`config.mk`:
```
export PLATFORM = sky130hd
export DESIGN_NAME = mem_wb_ctrl
export DESIGN_NICKNAME = d
export VERILOG_FILES = /design/src/cpu_pkg.sv /design/src/mem_wb_ctrl.sv
export VERILOG_INCLUDE_DIRS = /design/src
export SDC_FILE = /design/constraint.sdc
export NUM_CORES = 1
export LEC_CHECK = 0
export BUFFER_PORTS_ARGS = -buffer_cell sky130_fd_sc_hd__clkbuf_2
export CAP_MARGIN = 20
export CORE_UTILIZATION = 42
export CTS_BUF_LIST = sky130_fd_sc_hd__clkbuf_4 sky130_fd_sc_hd__clkbuf_8
export DETAILED_ROUTE_END_ITERATION = 12
export PLACE_DENSITY = 0.9
export RECOVER_POWER = 100
export SYNTH_ARGS = -nofsm -noshare
export SYNTH_HDL_FRONTEND = slang
export SYNTH_SLANG_ARGS = --single-unit
```
`constraint.sdc`:
```
create_clock -name clk_i -period 1.4 [get_ports clk_i]
set_input_delay 0.42 -clock clk_i [delete_from_list [all_inputs] [get_ports clk_i]]
set_output_delay 0.42 -clock clk_i [all_outputs]
set_load 0.02 [all_outputs]
```
`src/cpu_consts.svh`:
```
`ifndef CPU_CONSTS_SVH
`define CPU_CONSTS_SVH

// ~~~~~~~~~~~~~~~~~~~~~~~~~~~~~~~~~~~~~~~~~~~~~~~~~~~~~~~~~~~~
// Strobe levels
// ~~~~~~~~~~~~~~~~~~~~~~~~~~~~~~~~~~~~~~~~~~~~~~~~~~~~~~~~~~~~
`define READ_ENABLE    1'b1
`define READ_DISABLE   1'b0
`define WRITE_ENABLE   1'b1
`define WRITE_DISABLE  1'b0

`define ZERO_WORD      32'h0000_0000

// ~~~~~~~~~~~~~~~~~~~~~~~~~~~~~~~~~~~~~~~~~~~~~~~~~~~~~~~~~~~~
// Access width codes (func3)
// ~~~~~~~~~~~~~~~~~~~~~~~~~~~~~~~~~~~~~~~~~~~~~~~~~~~~~~~~~~~~
// Load encodings.
`define OP_LB          3'd0
`define OP_LH          3'd1
`define OP_LW          3'd2
`define OP_LBU         3'd4
`define OP_LHU         3'd5

// Store encodings overlap the signed loads.
`define OP_SB          3'd0
`define OP_SH          3'd1
`define OP_SW          3'd2

// ~~~~~~~~~~~~~~~~~~~~~~~~~~~~~~~~~~~~~~~~~~~~~~~~~~~~~~~~~~~~
// Data memory size
// ~~~~~~~~~~~~~~~~~~~~~~~~~~~~~~~~~~~~~~~~~~~~~~~~~~~~~~~~~~~~
`define DATA_RAM_WORDS 256  // 1 KiB of data RAM.

`endif

```
`src/cpu_pkg.sv`:
```
`default_nettype none

package cpu_pkg;

  // Register file word, also used for addresses.
  typedef logic [31:0] reg_t;

  // Access width code from the instruction.
  typedef logic [2:0] func3_t;

  // Destination register number.
  typedef logic [4:0] regaddr_t;

  // Byte lane write enables, bit 3 is the top lane.
  typedef logic [3:0] byte_en_t;

endpackage

`default_nettype wire

```
`src/mem_wb_ctrl.sv`:
```
`default_nettype none

`include "cpu_consts.svh"

module mem_wb_ctrl (
  input  logic              clk_i,
  input  logic              reset_i,
  input  logic              wreg_i,
  input  cpu_pkg::regaddr_t wd_i,
  input  logic              mem2reg_i,
  input  cpu_pkg::func3_t   func3_i,
  input  cpu_pkg::reg_t     alu_result_i,
  input  cpu_pkg::reg_t     load_data_i,

  output cpu_pkg::func3_t   load_func3_o,
  output logic [1:0]        load_offset_o,
  output logic              wb_we_o,
  output cpu_pkg::regaddr_t wb_rd_o,
  output cpu_pkg::reg_t     wb_data_o
);

  logic              we_q;
  cpu_pkg::regaddr_t rd_q;
  logic              mem2reg_q;
  cpu_pkg::func3_t   func3_q;
  logic [1:0]        offset_q;
  cpu_pkg::reg_t     alu_q;

  // ~~~~~~~~~~~~~~~~~~~~~~~~~~~~~~~~~~~~~~~~~~~~~~~~~~~~~~~~~~~~
  // In-flight instruction register
  // ~~~~~~~~~~~~~~~~~~~~~~~~~~~~~~~~~~~~~~~~~~~~~~~~~~~~~~~~~~~~
  always_ff @(posedge clk_i) begin
    if (reset_i) begin
      we_q      <= `WRITE_DISABLE;
      rd_q      <= '0;
      mem2reg_q <= 1'b0;
      func3_q   <= '0;
      offset_q  <= '0;
      alu_q     <= `ZERO_WORD;
    end else begin
      we_q      <= wreg_i;
      rd_q      <= wd_i;
      mem2reg_q <= mem2reg_i;
      func3_q   <= func3_i;
      offset_q  <= alu_result_i[1:0];  // Byte offset of the access.
      alu_q     <= alu_result_i;
    end
  end

  // Steer the aligner for the word now leaving the RAM.
  assign load_func3_o  = func3_q;
  assign load_offset_o = offset_q;

  // Write-back port.
  assign wb_we_o   = we_q;
  assign wb_rd_o   = rd_q;
  assign wb_data_o = mem2reg_q ? load_data_i : alu_q;  // Load or ALU result.

endmodule

`default_nettype wire

```
# After elaboration in Yosys (flattened, before gate mapping)
# Index checks and enable logic that the tools add are counted.
[totals]
register_bits = 44
input_bits = 76
output_inout_bits = 43
elab_cells = 7
[classes]
n_mux = 1
[ops]
columns = ["operator", "n"]
rows = [
  ["$mux 32", 1],
]

# Longest topological paths before layout
# Gate-level depths: netlist of run 1.
[depth]
word_depth = 1
mapped_depth = 3
mapped_depth_nobuf = 1

# Worst setup path after synthesis of run 1
# Ideal clock, no wire load.
[synth_path]
path_type = "flip-flop to output port"
startpoint = "register mem2reg_q"
endpoint = "output port wb_data_o[0]"
arrival_time_ns = 0.906
path_buffers = 2
required_ns = 0.980
path_stages_with_launch = 4
slack_ns = 0.074
path_cell_list = "dfxtp_1 -> buf_6 -> buf_12 -> mux2_4"
[synth_between]
elab_chain_len = 1
[synth_rtl]
columns = ["item", "line", "rtl"]
rows = [
  ["start, declared", "mem_wb_ctrl.sv:24", "logic mem2reg_q;"],
  ["start signal, assigned", "mem_wb_ctrl.sv:43", "mem2reg_q <= mem2reg_i;"],
  ["$mux 32", "mem_wb_ctrl.sv:57", "assign wb_data_o = mem2reg_q ? load_data_i : alu_q;"],
  ["end, declared", "mem_wb_ctrl.sv:19", "output cpu_pkg::reg_t wb_data_o"],
]
# No other way between the ends.

# Final worst setup path of run 1
[layout_path]
startpoint = "register mem2reg_q"
endpoint = "output port wb_data_o[7]"
# The elaborated chain is that of the path after synthesis.

==> tab_implementation.tex, run 1 <==
\begin{tabular}{lr}
\hline
Metric & Value \\
\hline
\multicolumn{2}{l}{\textbf{Clock tree}} \\
Number of sinks handled by clock tree synthesis & 42 \\
Hold bufs inserted after CTS & 0 \\
Number of CTS-inserted buffers & 5 \\
TritonCTS clock tree & built \\
Buffer type at the clock tree root & sky130\_fd\_sc\_hd\_\_clkbuf\_8 \\
Maximum buffer depth of the clock tree & 2 \\
Number of H-tree levels & 2 \\
Reg clk slew, reported paths & 70 ps \\
Setup Fix Bufs, Post-CTS & 0 \\
\multicolumn{2}{l}{\textbf{STA}} \\
Tcrit/Tclk final & 124\% \\
Total setup violations reported at the end of the flow & 32 \\
Shortest clock period the worst path allows after layout & 1740 ps \\
Setup slack of the critical path after layout & -340 ps \\
Final hold violation count & 0 \\
Final max-slew violation count & 0 \\
Peak clock frequency supported by timing & 0.575 GHz \\
Worst-Margin Slew & $\sim$630 ps \\
Unrepaired setup endpoints after global routing & true \\
Headroom to the max-slew limit & about three fifths \\
\multicolumn{2}{l}{\textbf{Yosys}} \\
Library cell with the highest instance count after synthesis & sky130\_fd\_sc\_hd\_\_dfxtp\_1 \\
Most area-consuming cells after synthesis & sky130\_fd\_sc\_hd\_\_dfxtp\_1 49\%, sky130\_fd\_sc\_hd\_\_mux2\_4 26\%, sky130\_fd\_sc\_hd\_\_and2b\_1 14\% \\
Post-synthesis cell area & 1720 µm² \\
Dominant combinational cell family by area after synthesis & multiplexers \\
Synth warnings & 0 \\
Async set-reset flop share out of synthesis & 0\% \\
Synth cell count leaders & 42 x sky130\_fd\_sc\_hd\_\_dfxtp\_1, 32 x sky130\_fd\_sc\_hd\_\_and2b\_1, 30 x sky130\_fd\_sc\_hd\_\_mux2\_4, 10 x sky130\_fd\_sc\_hd\_\_nor2b\_1, 4 x sky130\_fd\_sc\_hd\_\_clkbuf\_1 \\
Register bit total from synthesis & 42 \\
Yosys top cell area share & 48.9\% \\
Top flip-flop cell by instance count after synthesis & sky130\_fd\_sc\_hd\_\_dfxtp\_1 \\
XOR/XNOR share of the synthesized area & 0\% \\
Post-synthesis sequential area ratio & 48.9\% \\
Area share of fa/ha/maj cells after synthesis & 0\% \\
Basic-gate share of the synthesized area counting and, or, nand and nor cells & 17.6\% \\
Cell variety after synth & 9 \\
Number of instances in the synthesized netlist & 126 \\
Mean area per synthesized cell & 13.6 µm² \\
Complex-gate fraction of the synthesized area & 0\% \\
Post-Synthesis Net Count & 202 \\
Fraction of synthesized area in multiplexers & 27.5\% \\
Count of flip-flops with a built-in enable after synthesis & 0 \\
Leading area contributor after synthesis & sky130\_fd\_sc\_hd\_\_dfxtp\_1 \\
\multicolumn{2}{l}{\textbf{Die}} \\
Starting density of the core & 45.2\% \\
Area enclosed by the die boundary & 4350 µm² \\
Top-level port count & 119 \\
Row Count & 22 \\
Die outline height & $\sim$66 µm \\
Die X & 66.0 µm \\
Core box area & approximately 3800 µm² \\
\multicolumn{2}{l}{\textbf{Power}} \\
Power density cells & 1030 nW/µm² \\
Power spent charging and discharging nets & about 620 µW \\
Proportion of power drawn by the clock network & approximately 28\% \\
P\_leak & 0.00132 µW \\
Maximum ir drop on the vdd rail & 669 µV \\
Combinational cell fraction of total power & about 22\% \\
Part of the total power dissipated in sequential elements & about half \\
Cell Int Power & 1890 µW \\
Net Sw Frac & between 20\% and 30\% \\
\multicolumn{2}{l}{\textbf{GRT}} \\
Gr usage total & about 16\% \\
Number of antenna violations at the first check in global routing & 0 \\
Global-route wire length before repair & 5020 µm \\
Number of global-route vias before repair & 1231 \\
Remaining global-route overflow & 0 \\
Largest net degree at the start of global routing & 43 \\
\multicolumn{2}{l}{\textbf{Setup path}} \\
Dominant delay contributor by cell family on the critical path & flip-flops \\
Delay of the slowest critical-path stage & 380 ps \\
List of cells traversed by the critical path & buf\_12, mux2\_4, clkbuf\_2 \\
Startpoint Class & flip-flop \\
Critical setup path kind & flip-flop to primary output \\
Data arrival time of the critical path & 1320 ps \\
Max stage delay cell, worst path & sky130\_fd\_sc\_hd\_\_dfxtp\_4 \\
Sum of buffers and inverters on the critical path & 2 \\
Critical Path End Type & primary output \\
Crit path from & mem2reg\_q \\
Maximum fanout count along the critical path & 18 \\
Crit path required time & 980 ps \\
\multicolumn{2}{l}{\textbf{Routing}} \\
Average vias per placed instance & 4.33 \\
Routed len/inst & 11.2 µm \\
Number of detailed-routing iterations run before antenna repair & 3 \\
Detailed-route via count & approximately 1300 \\
Aggregate routed wire length & $\sim$3300 µm \\
DRC violations left & 0 \\
Routed Antenna Nets & 0 \\
Initial DRC Count & 35 \\
\multicolumn{2}{l}{\textbf{Placement}} \\
Dpl hpwl & about 2600 µm \\
Count of buffers inserted at the top-level ports & 118 \\
Final weighted congestion of routability-driven global placement & 0.657 \\
Worst Setup Slack post-DPL & -65.2 ps \\
\multicolumn{2}{l}{\textbf{Layout}} \\
Layout fillers & roughly 320 \\
Ant. Diodes & 0 \\
Footprint of the multi-input gates & around 780 µm² \\
Total Nets Final & 321 \\
Fraction of final layout cells with drive strength greater than 1 & just over 60\% \\
Area Overhead vs Synth & 41.7\% \\
Register Area & 845 µm² \\
Utilization after layout & 64.1\% \\
\multicolumn{2}{l}{\textbf{Flow run}} \\
Max-Cap Viols & 0 \\
\multicolumn{2}{l}{\textbf{Status}} \\
Failing checks & setup timing \\
Outcome & finished with violations \\
\multicolumn{2}{l}{\textbf{Hold path}} \\
Number of instances on the worst hold path & 2 \\
Sink of the worst hold path & alu\_q[30] \\
Hold Crit Class & input port to flip-flop \\
Source of the worst hold timing path & alu\_result\_i[30] \\
\hline
\end{tabular}
power by group through the flow:
stage | logic (µW) | registers [µW] | clock network (µW)
after global placement | 523 | 1300 | 0
final | 544 | 1280 | 690
after global routing | 586 | 1280 | 787
after detailed placement | 537 | 1310 | 0
after CTS | 538 | 1280 | 717
after floorplan | 330 | 1320 | 0
state kept, by name, indices dropped and copies added (netlist names):
signal         cells
alu_q             31
wb_rd_o            5
load_func3_o       3
load_offset_o      1
mem2reg_q          1
wb_we_o            1
metal layers:
metal / up-vias / track usage, % / part of all wire, %
met3: 2 / 6.03 / 11
met1: 562 / 14.6 / 35
li1: 638 / - / -
met2: 68 / 30.1 / 54
met4: 0 / 5.32 / 0.67
met5: - / 0 / 0
cell usage in the layout, fill, tap and decap left out:
cell / synthesis / routed
sky130_fd_sc_hd__clkbuf_2: 0 / 98
sky130_fd_sc_hd__dfxtp_1: 42 / 41
sky130_fd_sc_hd__and2b_1: 32 / 32
sky130_fd_sc_hd__mux2_4: 30 / 31
sky130_fd_sc_hd__clkbuf_1: 4 / 11
sky130_fd_sc_hd__nor2b_1: 10 / 10
sky130_fd_sc_hd__buf_6: 1 / 6
sky130_fd_sc_hd__clkbuf_8: 0 / 5
sky130_fd_sc_hd__buf_4: 2 / 3
sky130_fd_sc_hd__clkinv_2: 0 / 2
sky130_fd_sc_hd__buf_2: 0 / 2
sky130_fd_sc_hd__buf_12: 3 / 2
sky130_fd_sc_hd__mux2_2: 2 / 1
sky130_fd_sc_hd__dfxtp_4: 0 / 1
repair_timing:
action / 4_1_cts / 5_1_grt
endpoints found under the setup margin: 32 / 32
gates cloned: 0 / 0
gates resized for setup: 1 / 25
final cells by class:
class | count | share of cell area (%)
multi-input cells | 74 | 32.0
well taps | 48 | 2.47
clock buffers | 5 | 2.83
clock inverters | 2 | 0.411
repair buffers | 122 | 27.6
flip-flops and latches | 42 | 34.7
per-stage QoR:
step                      instances  power, µW  setup TNS, ps  cell area, µm²  hold WS [ps]
final                           293       2510         -10060            2430           339
after global routing            293       2660         -11780            2430           330
after detailed placement        286       1840          -1350            2340           628
after CTS                       293       2530         -10620            2420           333
after global placement          286       1830           -696            2340           623
after floorplan                 126       1650              0            1720           492
kinds of logic (layout without fill, tap and decap cells):
group | count (synthesis) | after routing
DFF | 42 | 42
and+or+nand+nor | 42 | 42
muxes | 32 | 32
buffers and inverters | 10 | 129
worst max path at each step:
stage / endpoint / cells past startpoint
floorplan: wb_data_o[0] / 3
global placement: wb_data_o[14] / 3
detailed placement: wb_data_o[7] / 3
CTS: wb_data_o[7] / 3
global route: wb_data_o[14] / 3
finish: wb_data_o[7] / 3
Power figures use the tool's default switching activity.
==> inputs of run 2 (changes only) <==
--- a/config.mk
+++ b/config.mk
@@ -7,4 +7,5 @@
 export NUM_CORES = 1
 export LEC_CHECK = 0
+export ABC_AREA = 1
 export BUFFER_PORTS_ARGS = -buffer_cell sky130_fd_sc_hd__clkbuf_2
 export CAP_MARGIN = 20
==> constraint.sdc (replaced) <==
create_clock -name clk_i -period 1.4 [get_ports clk_i]
set_input_delay 0.42 -clock clk_i [delete_from_list [all_inputs] [get_ports clk_i]]
set_output_delay 0.42 -clock clk_i [all_outputs]
set_load 0.05 [all_outputs]
==> tab_implementation.tex, run 2 <==
\begin{tabular}{lr}
\hline
Metric & Value \\
\hline
\multicolumn{2}{l}{\textbf{Status}} \\
Outcome & finished with violations (unchanged) \\
Failing checks & setup timing (unchanged) \\
\multicolumn{2}{l}{\textbf{GRT}} \\
Global-route wire length before repair & 6760 µm (was 5020 µm) \\
Remaining global-route overflow & 0 (unchanged) \\
Number of global-route vias before repair & 1706 (was 1231) \\
Gr usage total & 20.7\% (was 15.6\%) \\
Number of antenna violations at the first check in global routing & 0 (unchanged) \\
Largest net degree at the start of global routing & 43 (unchanged) \\
\multicolumn{2}{l}{\textbf{STA}} \\
Unrepaired setup endpoints after global routing & true (unchanged) \\
Headroom to the max-slew limit & 47.3\% (was 58.0\%) \\
Final total negative setup slack & -6340 ps (was -10060 ps) \\
Final hold violation count & 0 (unchanged) \\
Worst-Margin Slew & 790 ps (was 629 ps) \\
Tcrit/Tclk final & 116\% (was 124\%) \\
Setup slack of the critical path after layout & -228 ps (was -340 ps) \\
Shortest clock period the worst path allows after layout & 1630 ps (was 1740 ps) \\
Final max-slew violation count & 0 (unchanged) \\
Total setup violations reported at the end of the flow & 32 (unchanged) \\
Peak clock frequency supported by timing & 0.614 GHz (was 0.575 GHz) \\
Worst hold margin & 312 ps (was 339 ps) \\
\multicolumn{2}{l}{\textbf{Setup path}} \\
Max stage delay cell, worst path & sky130\_fd\_sc\_hd\_\_dfxtp\_4 (unchanged) \\
Delay of the slowest critical-path stage & 360 ps (was 380 ps) \\
Startpoint Class & flip-flop (unchanged) \\
Maximum fanout count along the critical path & 16 (was 18) \\
Data arrival time of the critical path & 1210 ps (was 1320 ps) \\
Critical setup path kind & flip-flop to primary output (unchanged) \\
List of cells traversed by the critical path & buf\_12, inv\_16, nand2\_2, nand2\_1, buf\_8 (was buf\_12, mux2\_4, clkbuf\_2) \\
Critical path destination & wb\_data\_o[6] (was wb\_data\_o[7]) \\
Crit path required time & 980 ps (about the same) \\
Critical Path End Type & primary output (unchanged) \\
Crit path from & mem2reg\_q (unchanged) \\
\multicolumn{2}{l}{\textbf{Die}} \\
Core box area & 3800 µm² (unchanged) \\
Starting density of the core & 45.1\% (was 45.2\%) \\
Die outline height & 65.9 µm (was 66.0 µm) \\
Top-level port count & 119 (unchanged) \\
Die X & 65.9 µm (was 66.0 µm) \\
Area enclosed by the die boundary & 4340 µm² (was 4350 µm²) \\
Row Count & 22 (unchanged) \\
\multicolumn{2}{l}{\textbf{Layout}} \\
Ant. Diodes & 0 (unchanged) \\
Area Overhead vs Synth & 64.1\% (was 41.7\%) \\
Layout fillers & 278 (was 321) \\
Max reg flops & 31 (unchanged) \\
Final cell area excluding filler cells & 2810 µm² (was 2430 µm²) \\
Top register by number of flip-flops & alu\_q (unchanged) \\
Most common cell after layout, fill and taps aside & sky130\_fd\_sc\_hd\_\_clkbuf\_2 (unchanged) \\
Fraction of final layout cells with drive strength greater than 1 & 48.3\% (was 61.6\%) \\
Top library cells by usage in the layout, fill and taps aside & 87 x sky130\_fd\_sc\_hd\_\_clkbuf\_2, 58 x sky130\_fd\_sc\_hd\_\_nand2\_1, 42 x sky130\_fd\_sc\_hd\_\_inv\_1, 42 x sky130\_fd\_sc\_hd\_\_nor2\_1, 41 x sky130\_fd\_sc\_hd\_\_dfxtp\_1 (was 98 x sky130\_fd\_sc\_hd\_\_clkbuf\_2, 41 x sky130\_fd\_sc\_hd\_\_dfxtp\_1, 32 x sky130\_fd\_sc\_hd\_\_and2b\_1) \\
Total Nets Final & 429 (was 321) \\
\multicolumn{2}{l}{\textbf{Clock tree}} \\
Setup Fix Bufs, Post-CTS & 0 (unchanged) \\
TritonCTS clock tree & built (unchanged) \\
Hold bufs inserted after CTS & 0 (unchanged) \\
Reg clk slew, reported paths & 70 ps (about the same) \\
Number of sinks handled by clock tree synthesis & 42 (unchanged) \\
Buffer type at the clock tree root & sky130\_fd\_sc\_hd\_\_clkbuf\_8 (unchanged) \\
Number of CTS-inserted buffers & 5 (unchanged) \\
Maximum buffer depth of the clock tree & 2 (unchanged) \\
Number of H-tree levels & 2 (unchanged) \\
\multicolumn{2}{l}{\textbf{Yosys}} \\
Synth cell count leaders & 86 x sky130\_fd\_sc\_hd\_\_nand2\_1, 42 x sky130\_fd\_sc\_hd\_\_dfxtp\_1, 42 x sky130\_fd\_sc\_hd\_\_inv\_1, 42 x sky130\_fd\_sc\_hd\_\_nor2\_1, 10 x sky130\_fd\_sc\_hd\_\_nand2\_2 (was 42 x sky130\_fd\_sc\_hd\_\_dfxtp\_1, 32 x sky130\_fd\_sc\_hd\_\_and2b\_1, 30 x sky130\_fd\_sc\_hd\_\_mux2\_4, 10 x sky130\_fd\_sc\_hd\_\_nor2b\_1, 4 x sky130\_fd\_sc\_hd\_\_clkbuf\_1) \\
Post-synthesis cell area & 1710 µm² (was 1720 µm²) \\
Count of flip-flops with a built-in enable after synthesis & 0 (unchanged) \\
Dominant combinational cell family by area after synthesis & simple AND/OR/NAND/NOR gates (was multiplexers) \\
Synth warnings & 0 (unchanged) \\
Basic-gate share of the synthesized area counting and, or, nand and nor cells & 31.7\% (was 17.6\%) \\
Area share of fa/ha/maj cells after synthesis & 0\% (unchanged) \\
Most area-consuming cells after synthesis & sky130\_fd\_sc\_hd\_\_dfxtp\_1 49\%, sky130\_fd\_sc\_hd\_\_nand2\_1 19\%, sky130\_fd\_sc\_hd\_\_inv\_1 9.2\% (was sky130\_fd\_sc\_hd\_\_dfxtp\_1 49\%, sky130\_fd\_sc\_hd\_\_mux2\_4 26\%, sky130\_fd\_sc\_hd\_\_and2b\_1 14\%) \\
Leading area contributor after synthesis & sky130\_fd\_sc\_hd\_\_dfxtp\_1 (unchanged) \\
Cell variety after synth & 11 (was 9) \\
Complex-gate fraction of the synthesized area & 0\% (unchanged) \\
XOR/XNOR share of the synthesized area & 0\% (unchanged) \\
Fraction of synthesized area in multiplexers & 0\% (was 27.5\%) \\
Number of instances in the synthesized netlist & 237 (was 126) \\
Yosys top cell area share & 49.1\% (was 48.9\%) \\
Register bit total from synthesis & 42 (unchanged) \\
Mean area per synthesized cell & 7.23 µm² (was 13.6 µm²) \\
Async set-reset flop share out of synthesis & 0\% (unchanged) \\
Post-synthesis sequential area ratio & 49.1\% (was 48.9\%) \\
Top flip-flop cell by instance count after synthesis & sky130\_fd\_sc\_hd\_\_dfxtp\_1 (unchanged) \\
Library cell with the highest instance count after synthesis & sky130\_fd\_sc\_hd\_\_nand2\_1 (was sky130\_fd\_sc\_hd\_\_dfxtp\_1) \\
Post-Synthesis Net Count & 313 (was 202) \\
\multicolumn{2}{l}{\textbf{Placement}} \\
Dpl hpwl & 2680 µm (was 2620 µm) \\
Count of buffers inserted at the top-level ports & 118 (unchanged) \\
Final weighted congestion of routability-driven global placement & 0.680 (was 0.657) \\
Placed Instance Area & 2260 µm² (was 2340 µm²) \\
Worst Setup Slack post-DPL & -80.5 ps (was -65.2 ps) \\
\multicolumn{2}{l}{\textbf{Routing}} \\
Number of detailed-routing iterations run before antenna repair & 4 (was 3) \\
Aggregate routed wire length & 4540 µm (was 3280 µm) \\
Initial DRC Count & 34 (was 35) \\
Routed len/inst & 11.3 µm (was 11.2 µm) \\
Routed Antenna Nets & 0 (unchanged) \\
Average vias per placed instance & 4.34 (was 4.33) \\
Detailed-route via count & 1745 (was 1270) \\
DRC violations left & 0 (unchanged) \\
\multicolumn{2}{l}{\textbf{Hold path}} \\
Source of the worst hold timing path & mem2reg\_i (was alu\_result\_i[30]) \\
Hold Crit Class & input port to flip-flop (unchanged) \\
\multicolumn{2}{l}{\textbf{Power}} \\
P\_leak & 0.00165 µW (was 0.00132 µW) \\
Final Total Pwr & 2990 µW (was 2510 µW) \\
Power density cells & 1060 nW/µm² (was 1030 nW/µm²) \\
Maximum ir drop on the vdd rail & 779 µV (was 669 µV) \\
\multicolumn{2}{l}{\textbf{Flow run}} \\
Max-Cap Viols & 0 (unchanged) \\
\hline
\end{tabular}
## run 2: how the worst min path moves through the flow
| stage | end | slack, ps | depth (start not counted) |
|---|---|---|---|
| after global routing | alu_q[5] | 300 | 3 |
| after detailed placement | alu_q[26] | 620 | 3 |
| after CTS | mem2reg_q | 300 | 3 |
| final | mem2reg_q | 310 | 3 |
| after floorplan | alu_q[10] | 530 | 2 |
| after global placement | wb_rd_o[0] | 610 | 3 |
## run 2: kinds of logic after synthesis
kind of cell / after synthesis
and+or+nand+nor: 138
DFF: 42
buffers and inverters: 57
## run 2: metrics by stage
step,utilization (%),std cells
floorplan,-,237
global placement,59.5,393
detailed placement,59.5,393
CTS,71.0,402
global route,74.0,402
finish,74.0,402
## run 2: worst max-delay path, delay by kind of cell (launching register included)
family        cells  cell delay, ps
buf+inv           3             390
flops             1             360
simple gates      2             150
## run 2: area by class of cell
cell class | count | area (µm²) | area share, %
clock buffer | 7 | 90.1 | 3.20
timing repair buffer | 122 | 976 | 34.7
sequential | 42 | 845 | 30.0
timing repair inverter | 1 | 20.0 | 0.712
multi-input combinational | 138 | 638 | 22.7
tap | 48 | 60.1 | 2.14
inverter | 43 | 178 | 6.32
clock inverter | 1 | 5.00 | 0.178
## run 2: what timing repair did
action | in CTS | in global routing
endpoints found under the hold margin | 0 | 0
pin swaps | 2 | 1
resized for setup | 80 | 62
cloned | 1 | 0
endpoints found under the setup margin | 32 | 32
## run 2: metal layers
layer / vias up / global-route usage, % / routed length [µm]
met4: 0 / 8.70 / 135
met3: 13 / 6.21 / 274
met2: 77 / 43.4 / 2590
met1: 767 / 17.1 / 1540
met5: - / 0 / 0
li1: 888 / - / -
## run 2: power by group
part / total (µW) / internal, µW / switching (µW)
Clock: 792 / 417 / 375
Combinational: 920 / 364 / 556
Sequential: 1280 / 1260 / 22.5
Total: 2990 / 2040 / 953
==> inputs of run 3 (changes only) <==
==> constraint.sdc (replaced) <==
create_clock -name clk_i -period 1.4 [get_ports clk_i]
set_input_delay 0.28 -clock clk_i [delete_from_list [all_inputs] [get_ports clk_i]]
set_output_delay 0.28 -clock clk_i [all_outputs]
set_load 0.01 [all_outputs]
==> tab_implementation.tex, run 3 (synthesis gave the netlist of run 2 again) <==
\begin{tabular}{lr}
\hline
Metric & Value \\
\hline
\multicolumn{2}{l}{\textbf{STA}} \\
Headroom to the max-slew limit & 48.7\% (was 47.3\%) \\
Tcrit/Tclk final & 101\% (was 116\%) \\
Setup slack of the critical path after layout & -19.5 ps (was -228 ps) \\
Final hold violation count & 0 (unchanged) \\
Total setup violations reported at the end of the flow & 9 (was 32) \\
Shortest clock period the worst path allows after layout & 1420 ps (was 1630 ps) \\
Worst-Margin Slew & 770 ps (was 790 ps) \\
Peak clock frequency supported by timing & 0.704 GHz (was 0.614 GHz) \\
Final max-slew violation count & 0 (unchanged) \\
Unrepaired setup endpoints after global routing & true (unchanged) \\
\multicolumn{2}{l}{\textbf{Setup path}} \\
Sum of buffers and inverters on the critical path & 3 (unchanged) \\
Maximum fanout count along the critical path & 16 (unchanged) \\
Dominant delay contributor by cell family on the critical path & flip-flops (was buffers and inverters) \\
Max stage delay cell, worst path & sky130\_fd\_sc\_hd\_\_dfxtp\_4 (unchanged) \\
Critical Path End Type & primary output (unchanged) \\
Startpoint Class & flip-flop (unchanged) \\
Cell repeated most along the worst path & sky130\_fd\_sc\_hd\_\_nand2\_1 \\
List of cells traversed by the critical path & buf\_12, inv\_16, nand2\_1, nand2\_1, clkbuf\_2 (was buf\_12, inv\_16, nand2\_2, nand2\_1, buf\_8) \\
Crit path required time & 1120 ps (was 980 ps) \\
Data arrival time of the critical path & 1140 ps (was 1210 ps) \\
Delay of the slowest critical-path stage & 370 ps (was 360 ps) \\
Critical setup path kind & flip-flop to primary output (unchanged) \\
\multicolumn{2}{l}{\textbf{Die}} \\
Area enclosed by the die boundary & 4340 µm² (unchanged) \\
Top-level port count & 119 (unchanged) \\
Die X & 65.9 µm (unchanged) \\
Starting density of the core & 45.1\% (unchanged) \\
Core box area & 3800 µm² (unchanged) \\
Row Count & 22 (unchanged) \\
Die outline height & 65.9 µm (unchanged) \\
\multicolumn{2}{l}{\textbf{Power}} \\
P\_leak & 0.00151 µW (was 0.00165 µW) \\
Proportion of power drawn by the clock network & 31.4\% (was 26.5\%) \\
Part of the total power dissipated in sequential elements & 51.3\% (was 42.8\%) \\
Combinational cell fraction of total power & 17.3\% (was 30.7\%) \\
Maximum ir drop on the vdd rail & 528 µV (was 779 µV) \\
Power density cells & 1030 nW/µm² (was 1060 nW/µm²) \\
Final Total Pwr & 2500 µW (was 2990 µW) \\
Cell Int Power & 1880 µW (was 2040 µW) \\
Power spent charging and discharging nets & 619 µW (was 953 µW) \\
Net Sw Frac & 24.7\% (was 31.9\%) \\
\multicolumn{2}{l}{\textbf{Hold path}} \\
Hold Crit Class & input port to flip-flop (unchanged) \\
Sink of the worst hold path & alu\_q[19] (was mem2reg\_q) \\
Source of the worst hold timing path & alu\_result\_i[19] (was mem2reg\_i) \\
Number of instances on the worst hold path & 3 (unchanged) \\
\multicolumn{2}{l}{\textbf{Routing}} \\
Number of detailed-routing iterations run before antenna repair & 4 (unchanged) \\
Initial DRC Count & 28 (was 34) \\
Detailed-route via count & 1651 (was 1745) \\
Aggregate routed wire length & 3610 µm (was 4540 µm) \\
Routed len/inst & 8.97 µm (was 11.3 µm) \\
Routed Antenna Nets & 0 (unchanged) \\
Average vias per placed instance & 4.11 (was 4.34) \\
DRC violations left & 0 (unchanged) \\
\multicolumn{2}{l}{\textbf{GRT}} \\
Number of global-route vias before repair & 1452 (was 1706) \\
Number of antenna violations at the first check in global routing & 0 (unchanged) \\
Largest net degree at the start of global routing & 43 (unchanged) \\
Gr usage total & 17.1\% (was 20.7\%) \\
Global-route wire length before repair & 5580 µm (was 6760 µm) \\
Remaining global-route overflow & 0 (unchanged) \\
\multicolumn{2}{l}{\textbf{Placement}} \\
Count of buffers inserted at the top-level ports & 118 (unchanged) \\
Placed Instance Area & 2240 µm² (was 2260 µm²) \\
Dpl hpwl & 2650 µm (was 2680 µm) \\
Final weighted congestion of routability-driven global placement & 0.696 (was 0.680) \\
\multicolumn{2}{l}{\textbf{Clock tree}} \\
Number of CTS-inserted buffers & 5 (unchanged) \\
Number of H-tree levels & 2 (unchanged) \\
Reg clk slew, reported paths & 70 ps (about the same) \\
Maximum buffer depth of the clock tree & 2 (unchanged) \\
TritonCTS clock tree & built (unchanged) \\
Buffer type at the clock tree root & sky130\_fd\_sc\_hd\_\_clkbuf\_8 (unchanged) \\
Setup Fix Bufs, Post-CTS & 0 (unchanged) \\
Number of sinks handled by clock tree synthesis & 42 (unchanged) \\
Hold bufs inserted after CTS & 0 (unchanged) \\
\multicolumn{2}{l}{\textbf{Layout}} \\
Top register by number of flip-flops & alu\_q (unchanged) \\
Ant. Diodes & 0 (unchanged) \\
Most common cell after layout, fill and taps aside & sky130\_fd\_sc\_hd\_\_clkbuf\_2 (unchanged) \\
Area Overhead vs Synth & 41.2\% (was 64.1\%) \\
Top library cells by usage in the layout, fill and taps aside & 102 x sky130\_fd\_sc\_hd\_\_clkbuf\_2, 75 x sky130\_fd\_sc\_hd\_\_nand2\_1, 42 x sky130\_fd\_sc\_hd\_\_inv\_1, 42 x sky130\_fd\_sc\_hd\_\_nor2\_1, 41 x sky130\_fd\_sc\_hd\_\_dfxtp\_1 (was 87 x sky130\_fd\_sc\_hd\_\_clkbuf\_2, 58 x sky130\_fd\_sc\_hd\_\_nand2\_1, 42 x sky130\_fd\_sc\_hd\_\_inv\_1, 42 x sky130\_fd\_sc\_hd\_\_nor2\_1, 41 x sky130\_fd\_sc\_hd\_\_dfxtp\_1) \\
Total Nets Final & 429 (unchanged) \\
Utilization after layout & 63.7\% (was 74.0\%) \\
Fraction of final layout cells with drive strength greater than 1 & 40.4\% (was 48.3\%) \\
Final cell area excluding filler cells & 2420 µm² (was 2810 µm²) \\
Max reg flops & 31 (unchanged) \\
\multicolumn{2}{l}{\textbf{Status}} \\
Outcome & finished with violations (unchanged) \\
Failing checks & setup timing (unchanged) \\
\multicolumn{2}{l}{\textbf{Flow run}} \\
Max-Cap Viols & 0 (unchanged) \\
\hline
\end{tabular}
run 3: how the worst max path moves through the flow:
stage | slack, ps | end | cells past startpoint | startpoint
5_1_grt | -80 | wb_data_o[8] | 5 | mem2reg_q
4_1_cts | -30 | wb_data_o[22] | 5 | mem2reg_q
3_5_place_dp | 170 | wb_data_o[20] | 4 | mem2reg_q
6_report | -20 | wb_data_o[22] | 5 | mem2reg_q
3_3_place_gp | 220 | wb_data_o[28] | 5 | mem2reg_q
2_1_floorplan | 400 | wb_data_o[0] | 5 | mem2reg_q
run 3: power by group through the flow:
stage               registers (µW)  clock network (µW)  logic, µW
floorplan                     1310                   0        232
global placement              1300                   0        401
detailed placement            1310                   0        411
CTS                           1280                 813        440
global route                  1290                 878        488
finish                        1280                 784        432
run 3: per-stage QoR:
step	setup TNS, ps	setup slack [ps]	instances	hold WS (ps)
CTS	-542	-28.2	402	164
global placement	0	221	392	472
floorplan	0	395	237	387
global route	-1850	-79.0	402	165
detailed placement	0	173	392	475
finish	-59.8	-19.5	402	177
run 3: layer usage:
| layer | global-route usage (%) | part of all wire (%) | wire (µm) | vias to the layer above |
|---|---|---|---|---|
| li1 | - | - | - | 887 |
| met1 | 15.6 | 39 | 1420 | 697 |
| met2 | 34.3 | 54 | 1950 | 65 |
| met3 | 5.17 | 6.2 | 223 | 2 |
| met4 | 6.25 | 0.33 | 12 | 0 |
| met5 | 0 | 0 | 0 | - |
run 3: timing repair:
item | in CTS | in global routing
cloned | 2 | 0
pin swaps | 2 | 0
endpoints found under the setup margin | 32 | 32
resized for setup | 21 | 13
run 3: area by class of cell:
class	count	area (µm²)
Inverter	43	174
Multi-Input combinational cell	138	586
Timing Repair inverter	2	31.3
Tap cell	48	60.1
Clock buffer	7	90.1
Clock inverter	1	5.00
Timing Repair Buffer	121	628
Sequential cell	42	845
Fill cell	349	1380
